$ cat src/sens_pkg.sv
// shared widths, register indices and the command data word of the sensor channel
package sens_pkg;

    parameter int PXD_W      = 12;  // sensor pixel bits
    parameter int DOUT_W     = 16;  // output word bits
    parameter int BYTE_W     = 8;   // command byte, also 8-bit mode pixel
    parameter int CMD_BYTES  = 6;   // AL, AH, D0..D3
    parameter int HACT_W     = 16;  // line width register
    parameter int ADDR_W     = 16;  // two address bytes
    parameter int CMD_DATA_W = 32;  // four data bytes

    // register select, low address bit
    parameter bit REG_CTRL   = 1'b0;
    parameter bit REG_WIDTH  = 1'b1;

    parameter int CTRL_BIT16 = 8;   // mode bit position in control word

    // command data word, seen as mode word or as line width word
    typedef union packed {
        struct packed {
            logic [CMD_DATA_W-CTRL_BIT16-2:0] rsvd_hi; // former histogram bits live above
            logic                             bit16;   // 1: 16-bit words, 0: packed bytes
            logic [CTRL_BIT16-1:0]            rsvd_lo; // histogram enables, unused here
        } mode;
        struct packed {
            logic [CMD_DATA_W-HACT_W-1:0] rsvd;  // ignored
            logic [HACT_W-1:0]            width; // 0: follow input line-active
        } line;
    } ctrl_word_u;

endpackage

$ cat src/sens_pix_if.sv
// registered pixel stream from the input sync stage to the output packer, all in mclk
`timescale 1ns/1ps

interface sens_pix_if;

    logic [sens_pkg::PXD_W-1:0] pxd;  // pixel data, valid while hact
    logic                       hact; // line active, possibly regenerated
    logic                       sof;  // start of frame pulse
    logic                       eof;  // end of frame pulse

    // sync stage side
    modport src (
        output pxd,
        output hact,
        output sof,
        output eof
    );

    // packer side
    modport dst (
        input  pxd,
        input  hact,
        input  sof,
        input  eof
    );

endinterface

$ cat src/sens_cmd_regs.sv
// byte-serial command deserializer with the output mode and line width registers
`timescale 1ns/1ps

module sens_cmd_regs #(
    parameter logic [15:0] SENSOR_BASE_ADDR = 16'h300, // base of this channel
    parameter logic [15:0] SENSOR_ADDR_MASK = 16'h3fe  // bits compared against base
) (
    input  logic                        mclk,
    input  logic                        rst,
    input  logic [7:0]                  cmd_ad_i,     // AL-AH-D0-D1-D2-D3
    input  logic                        cmd_stb_i,    // comes with AL
    output logic                        bit16_o,      // 1: 16-bit output words
    output logic [sens_pkg::HACT_W-1:0] line_width_o  // 0: timer off
);

    localparam int PH_W = $clog2(sens_pkg::CMD_BYTES);
    localparam logic [PH_W-1:0] PH_IDLE  = '0;
    localparam logic [PH_W-1:0] PH_AH    = PH_W'(1);                      // address high next
    localparam logic [PH_W-1:0] PH_D0    = PH_W'(2);                      // first data byte
    localparam logic [PH_W-1:0] PH_LAST  = PH_W'(sens_pkg::CMD_BYTES - 1);

    logic [7:0]                      cmd_ad_r;   // input register
    logic                            cmd_stb_r;
    logic [PH_W-1:0]                 phase;      // byte index of registered byte
    logic [sens_pkg::ADDR_W-1:0]     addr_r;
    logic [sens_pkg::CMD_DATA_W-1:0] data_r;     // D0 ends in low byte
    logic                            addr_hit;
    logic                            wr_en;      // one cycle after last byte
    sens_pkg::ctrl_word_u            cmd_word;
    logic                            bit16_r;
    logic [sens_pkg::HACT_W-1:0]     width_r;

    assign addr_hit = (addr_r & SENSOR_ADDR_MASK) == (SENSOR_BASE_ADDR & SENSOR_ADDR_MASK);
    assign cmd_word = data_r;

    always_ff @(posedge mclk or posedge rst) begin
        if (rst) begin
            cmd_stb_r <= 1'b0;
        end else begin
            cmd_stb_r <= cmd_stb_i;
        end
    end

    always_ff @(posedge mclk) begin
        cmd_ad_r <= cmd_ad_i;
    end

    // phase sequencer, a strobe always restarts from AL
    always_ff @(posedge mclk or posedge rst) begin
        if (rst) begin
            phase <= PH_IDLE;
            wr_en <= 1'b0;
        end else begin
            if (cmd_stb_r) begin
                phase <= PH_AH;                   // AL taken now
            end else if (phase == PH_LAST) begin
                phase <= PH_IDLE;                 // D3 taken now
            end else if (phase != PH_IDLE) begin
                phase <= phase + 1'b1;
            end
            wr_en <= !cmd_stb_r && (phase == PH_LAST) && addr_hit; // aborted by a new strobe
        end
    end

    // address and data assembly
    always_ff @(posedge mclk) begin
        if (cmd_stb_r) begin
            addr_r[sens_pkg::BYTE_W-1:0] <= cmd_ad_r;
        end else if (phase == PH_AH) begin
            addr_r[sens_pkg::ADDR_W-1:sens_pkg::BYTE_W] <= cmd_ad_r;
        end else if (phase >= PH_D0) begin
            data_r <= {cmd_ad_r, data_r[sens_pkg::CMD_DATA_W-1:sens_pkg::BYTE_W]}; // shift in
        end
    end

    // register file, low address bit selects
    always_ff @(posedge mclk or posedge rst) begin
        if (rst) begin
            bit16_r <= 1'b0;                      // 8-bit mode
            width_r <= '0;                        // timer off
        end else if (wr_en) begin
            if (addr_r[0] == sens_pkg::REG_CTRL) begin
                bit16_r <= cmd_word.mode.bit16;
            end else if (addr_r[0] == sens_pkg::REG_WIDTH) begin
                width_r <= cmd_word.line.width;
            end
        end
    end

    assign bit16_o      = bit16_r;
    assign line_width_o = width_r;

endmodule

$ cat src/sens_hact_timer.sv
// line-active regenerator, fixed duration from the line start or pass-through when width is 0
`timescale 1ns/1ps

module sens_hact_timer (
    input  logic                        mclk,
    input  logic                        rst,
    input  logic                        hact_i,   // line active from sensor
    input  logic [sens_pkg::HACT_W-1:0] width_i,  // line length in pixels, 0 = off
    output logic                        hact_o    // registered line active
);

    logic                        hact_d;   // previous input, edge detect
    logic [sens_pkg::HACT_W-1:0] cnt;      // cycles left after current one
    logic                        hact_r;
    logic                        start;

    assign start = hact_i && !hact_d && (cnt == '0); // busy timer ignores edges

    always_ff @(posedge mclk or posedge rst) begin
        if (rst) begin
            hact_d <= 1'b0;
            cnt    <= '0;
            hact_r <= 1'b0;
        end else begin
            hact_d <= hact_i;
            if (width_i == '0) begin
                cnt    <= '0;
                hact_r <= hact_i;             // plain delay
            end else if (start) begin
                cnt    <= width_i - 1'b1;     // first cycle counts
                hact_r <= 1'b1;
            end else if (cnt != '0) begin
                cnt    <= cnt - 1'b1;
                hact_r <= 1'b1;
            end else begin
                hact_r <= 1'b0;               // line done
            end
        end
    end

    assign hact_o = hact_r;

endmodule

$ cat src/sens_pixel_pack.sv
// output packer, 12-bit pixels as MSB-aligned words or two 8-bit pixels per word
`timescale 1ns/1ps

module sens_pixel_pack (
    input  logic                        mclk,
    input  logic                        rst,
    sens_pix_if.dst                     pix,
    input  logic                        bit16_i,       // 1: one pixel per word
    output logic [sens_pkg::DOUT_W-1:0] dout_o,
    output logic                        dout_valid_o,
    output logic                        sof_o,
    output logic                        eof_o
);

    localparam int PAD_W = sens_pkg::DOUT_W - sens_pkg::PXD_W;

    logic [sens_pkg::BYTE_W-1:0] pix_byte;   // upper pixel bits
    logic [sens_pkg::BYTE_W-1:0] first_r;    // held first byte of a pair
    logic                        odd_r;      // first byte stored
    logic [sens_pkg::DOUT_W-1:0] dout_r;
    logic                        dav_r;
    logic                        sof_r;
    logic                        eof_r;

    assign pix_byte = pix.pxd[sens_pkg::PXD_W-1 -: sens_pkg::BYTE_W];

    // control side
    always_ff @(posedge mclk or posedge rst) begin
        if (rst) begin
            odd_r <= 1'b0;
            dav_r <= 1'b0;
            sof_r <= 1'b0;
            eof_r <= 1'b0;
        end else begin
            odd_r <= !bit16_i && pix.hact && !odd_r;   // cleared outside lines
            dav_r <= pix.hact && (bit16_i || odd_r);  // second byte completes a word
            sof_r <= pix.sof;                         // same latency as data
            eof_r <= pix.eof;
        end
    end

    // data side, held between words
    always_ff @(posedge mclk) begin
        if (pix.hact && !odd_r) begin
            first_r <= pix_byte;
        end
        if (pix.hact && bit16_i) begin
            dout_r <= {pix.pxd, {PAD_W{1'b0}}};
        end else if (pix.hact && odd_r) begin
            dout_r <= {first_r, pix_byte};            // earlier pixel high
        end
    end

    assign dout_o       = dout_r;
    assign dout_valid_o = dav_r;
    assign sof_o        = sof_r;
    assign eof_o        = eof_r;

endmodule

$ cat src/sens_sync_in.sv
// input register stage for the parallel sensor bus, builds frame pulses and the pixel stream
`timescale 1ns/1ps

module sens_sync_in (
    input  logic                        mclk,
    input  logic                        rst,
    input  logic [sens_pkg::PXD_W-1:0]  pxd_i,         // pixel data
    input  logic                        hact_i,        // line active
    input  logic                        vact_i,        // frame active
    input  logic [sens_pkg::HACT_W-1:0] line_width_i,  // to the timer
    sens_pix_if.src                     pix
);

    logic [sens_pkg::PXD_W-1:0] pxd_r;
    logic                       vact_r;
    logic                       sof_r;
    logic                       eof_r;
    logic                       hact_gen;  // same stage as pxd_r

    always_ff @(posedge mclk) begin
        pxd_r <= pxd_i;
    end

    // frame edges
    always_ff @(posedge mclk or posedge rst) begin
        if (rst) begin
            vact_r <= 1'b0;
            sof_r  <= 1'b0;
            eof_r  <= 1'b0;
        end else begin
            vact_r <= vact_i;
            sof_r  <= vact_i && !vact_r;   // rising
            eof_r  <= !vact_i && vact_r;   // falling
        end
    end

    sens_hact_timer u_hact_timer (
        .mclk    (mclk),
        .rst     (rst),
        .hact_i  (hact_i),
        .width_i (line_width_i),
        .hact_o  (hact_gen)
    );

    assign pix.pxd  = pxd_r;
    assign pix.hact = hact_gen;
    assign pix.sof  = sof_r;
    assign pix.eof  = eof_r;

endmodule

$ cat src/sensor_channel.sv
// sensor channel top, command registers, input sync and output packer in the mclk domain
`timescale 1ns/1ps

module sensor_channel #(
    parameter logic [15:0] SENSOR_BASE_ADDR = 16'h300, // channel register base
    parameter logic [15:0] SENSOR_ADDR_MASK = 16'h3fe  // two registers
) (
    input  logic                        mclk,
    input  logic                        rst,
    input  logic [7:0]                  cmd_ad_i,      // command bytes
    input  logic                        cmd_stb_i,     // with first byte
    input  logic [sens_pkg::PXD_W-1:0]  pxd_i,         // sensor pixel
    input  logic                        hact_i,        // sensor line active
    input  logic                        vact_i,        // sensor frame active
    output logic [sens_pkg::DOUT_W-1:0] dout_o,
    output logic                        dout_valid_o,
    output logic                        sof_o,
    output logic                        eof_o
);

    logic                        bit16;       // output mode
    logic [sens_pkg::HACT_W-1:0] line_width;  // programmed line length

    sens_pix_if pix_bus ();

    sens_cmd_regs #(
        .SENSOR_BASE_ADDR (SENSOR_BASE_ADDR),
        .SENSOR_ADDR_MASK (SENSOR_ADDR_MASK)
    ) u_cmd_regs (
        .mclk         (mclk),
        .rst          (rst),
        .cmd_ad_i     (cmd_ad_i),
        .cmd_stb_i    (cmd_stb_i),
        .bit16_o      (bit16),
        .line_width_o (line_width)
    );

    sens_sync_in u_sync_in (
        .mclk         (mclk),
        .rst          (rst),
        .pxd_i        (pxd_i),
        .hact_i       (hact_i),
        .vact_i       (vact_i),
        .line_width_i (line_width),
        .pix          (pix_bus.src)
    );

    sens_pixel_pack u_pixel_pack (
        .mclk         (mclk),
        .rst          (rst),
        .pix          (pix_bus.dst),
        .bit16_i      (bit16),
        .dout_o       (dout_o),
        .dout_valid_o (dout_valid_o),
        .sof_o        (sof_o),
        .eof_o        (eof_o)
    );

endmodule

$ cat config.mk
export PLATFORM = sky130hd
export DESIGN_NAME = sensor_channel
export DESIGN_NICKNAME = d
export VERILOG_FILES = /design/src/sens_pkg.sv /design/src/sens_pix_if.sv /design/src/sens_cmd_regs.sv /design/src/sens_hact_timer.sv /design/src/sens_pixel_pack.sv /design/src/sens_sync_in.sv /design/src/sensor_channel.sv
export SDC_FILE = /design/constraint.sdc
export NUM_CORES = 1
export LEC_CHECK = 0
export ABC_CLOCK_PERIOD_IN_PS = 2500
export BUFFER_PORTS_ARGS = -buffer_cell sky130_fd_sc_hd__buf_4
export CAP_MARGIN = 10
export CORE_UTILIZATION = 50
export CTS_BUF_LIST = sky130_fd_sc_hd__clkbuf_2 sky130_fd_sc_hd__clkbuf_4 sky130_fd_sc_hd__clkbuf_8
export CTS_CLUSTER_DIAMETER = 100
export DETAILED_ROUTE_END_ITERATION = 10
export GPL_ROUTABILITY_DRIVEN = 0
export PLACE_DENSITY = 0.71
export SKIP_CTS_REPAIR_TIMING = 1
export SYNTH_ARGS = -nofsm -noshare
export SYNTH_HDL_FRONTEND = slang
export SYNTH_HIERARCHICAL = 1
export SYNTH_SLANG_ARGS = --single-unit
export TNS_END_PERCENT = 5
$ cat constraint.sdc
create_clock -name mclk -period 2.5 [get_ports mclk]
set_clock_uncertainty 0.2 [all_clocks]
set_input_delay 0.125 -clock mclk [delete_from_list [all_inputs] [get_ports mclk]]
set_output_delay 0.125 -clock mclk [all_outputs]
set_load 0.03 [all_outputs]
==> run summary <==
Cell Rows - 36
Crit Path Max Fanout - 7
CP required - 2670 ps
Final setup viols - 1
Final HPWL DP - 6.244 mm
Die Wd - 102.4 um
H-tree levels - 4
# DRC - 0
# diodes - 0
vias in the first global route - 3160
Power Density - 714.3 nW/um^2
Async SR Flop Fraction - 35.34%
Crit. End Element - flip-flop
clock share of power - 39.2%
Synth Cell Area - 5037 sq um
net switching power - 1.082 mW
CTS tree - built
Synth Register Bits - 133
core footprint - 9774 sq um
P&R area growth vs syn - 26.55%
Clock transition at path regs - 80 ps
CP Launch Type - flip-flop
Clk Latency, worst-skew pair - 440 ps
CTS root buffer - clkbuf_8
Max Root-Sink Buffers - 2
first-pass GRT wire length - 15.54 mm
Synth Flop Type - edfxtp_1
max-slew violations - 0
commonest non-fill, non-tap cell in the layout - buf_4
Cells after Synth - 359
nets - 487
I/O pin count - 44
Hold Violations, Final - 0
Final WS setup - -23.10 ps
grt ovf - 0
Worst Setup Path Type - flip-flop to flip-flop
Initial Utilization - 51.54%
gr usage total - 20.36%
Post-synth EDFFs - 62
port bufs - 43
pin count of the biggest net entering global routing - 33
vias per cell - 5.290
die height - 102.4 um
register area - 3520 sq um
VDD IR-drop max - 0.0006048 V
DP Worst Slack - -83.96 ps
Final Critical Period - 2523 ps
layout cells sized above 1 - 31.43%
RSZ-0062 raised after global routing - yes
wire per inst - 16.06 um
initial antenna violation count - 0
Syn. warnings - 6
Yosys cell types - 60
Slew headroom - 39.59%
Seq/Total Area, Yosys - 69.85%
Critical Path AT - 2690 ps
Comb pwr share - 6.9%
CTS Buf Count - 17
leakage power - 2.675 nW
worst slew pin tran - 905.2 ps
fillers - 717
HP Class - primary input to flip-flop
max-cap violations - 0
violated checks - negative setup slack
most frequent cells in the layout - buf_4, edfxtp_1, dfrtp_1, nor2_1, dlygate4sd3_1
status - finished with violations
Die Footprint - 10480 sq um
total power - 4.554 mW
Int Pwr - 3.471 mW
Detailed Routing Iterations Pass 1 - 5
final core occ - 65.22%
Iteration-0 DRC Markers - 160
fmax - 396.3 MHz
antenna viol nets, final - 0
syn_area_per_cell - 14.03 sq um
syn nets - 385
final WL - 9.750 mm
Seq pwr share - 53.8%
CTS Sinks - 133
footprint of the multi-input gates - 1509 sq um
period utilization - 100.9%
Sw Ratio - 23.77%
total number of vias - 3211
==> power groups by stage <==
stage          combinational [mW]  clock [mW]  sequential, mW
4_1_cts                     0.279        1.82            2.45
2_1_floorplan               0.132           0            2.53
5_1_grt                     0.338        1.91            2.46
3_5_place_dp                0.277           0            2.50
3_3_place_gp                0.272           0            2.49
6_report                    0.316        1.79            2.45
==> registers in the layout, summed over array words and instances, names as in the netlist, 3 cells and up <==
register and flops:
u_cmd_regs/cmd_ad_r 8, u_pixel_pack/dout_o 16, u_cmd_regs/phase 3, u_cmd_regs/cmd_word 32, u_pixel_pack/first_r 8, u_sync_in/pix.pxd 12, u_cmd_regs/addr_r 10, u_cmd_regs/line_width_o 16
u_sync_in/u_hact_timer/cnt 16
==> final cells by class <==
| class | count | area share [%] |
|---|---|---|
| Timing Repair Buffer | 93 | 11.93 |
| Multi-Input combinational cell | 210 | 23.67 |
| Sequential cell | 133 | 55.21 |
| Tap cell | 133 | 2.610 |
| Clock inverter | 13 | 2.316 |
| Inverter | 6 | 0.3533 |
| Clock buffer | 19 | 3.906 |
==> synthesized netlist by cell type, drive strengths merged (8+ instances only) <==
| master | instances | area share, % |
|---|---|---|
| edfxtp | 62 | 37 |
| dfrtp | 47 | 23 |
| nor2 | 29 | 2.3 |
| dfxtp | 24 | 9.5 |
| nand2 | 21 | 1.7 |
| nor3 | 18 | 2.1 |
| a21oi | 17 | 1.7 |
| mux2 | 17 | 3.8 |
| a21boi | 12 | 1.8 |
| nand3b | 12 | 1.8 |
| o21ai | 12 | 1.3 |
| buf | 8 | 0.97 |
==> worst paths after layout <==
kind,startpoint,end,slack (ps),cells past startpoint
min in group asynchronous,rst,u_sync_in/u_hact_timer/cnt[14],210,3
worst min register to register,u_sync_in/pix.eof,u_pixel_pack/eof_o,150,0
max in group asynchronous,rst,u_cmd_regs/line_width_o[9],1240,3
worst max register to register,u_sync_in/u_hact_timer/cnt[5],u_sync_in/u_hact_timer/cnt[14],-20,11
worst min-delay path,pxd_i[4],u_sync_in/pix.pxd[4],130,2
worst max-delay path,u_sync_in/u_hact_timer/cnt[5],u_sync_in/u_hact_timer/cnt[14],-20,11
==> layer usage <==
metal / part of all wire (%) / GRT usage (%)
met1: 44 / 27.00
met2: 49 / 31.08
met3: 4.8 / 6.635
met4: 2.2 / 8.462
met5: 0 / 0
==> critical path: stages (launching register included) <==
cell      delay, ps
dfrtp_1         420
nor4_4           80
nand4b_4        120
nor2_4           60
a21oi_2         130
ha_2            200
nand2b_1         80
nor3_2          160
o21ai_2          90
or3_4           430
or3_4           340
a21oi_2         130
==> stage by stage <==
step                hold slack, ps  setup TNS (ps)  instance area [sq um]  instances
floorplan                   -321.4           -1302                   5075        359
global placement            -166.2               0                   5675        548
detailed placement          -163.3          -128.6                   5675        548
CTS                         -648.2          -197.8                   6072        580
global route                 106.2          -268.6                   6375        607
finish                       131.6          -23.10                   6375        607
==> logic make-up after synthesis <==
group,Yosys count,synth area share (%)
XOR/XNOR,11,1.913
AO/OA/AOI/OAI,60,7.998
adder cells (fa/ha/maj),1,0.2483
flip-flops,133,69.85
buffers and inverters,16,1.590
multiplexers,17,3.800
AND/OR/NAND/NOR,121,14.60
Note: power is estimated with default switching activity, not from simulation.
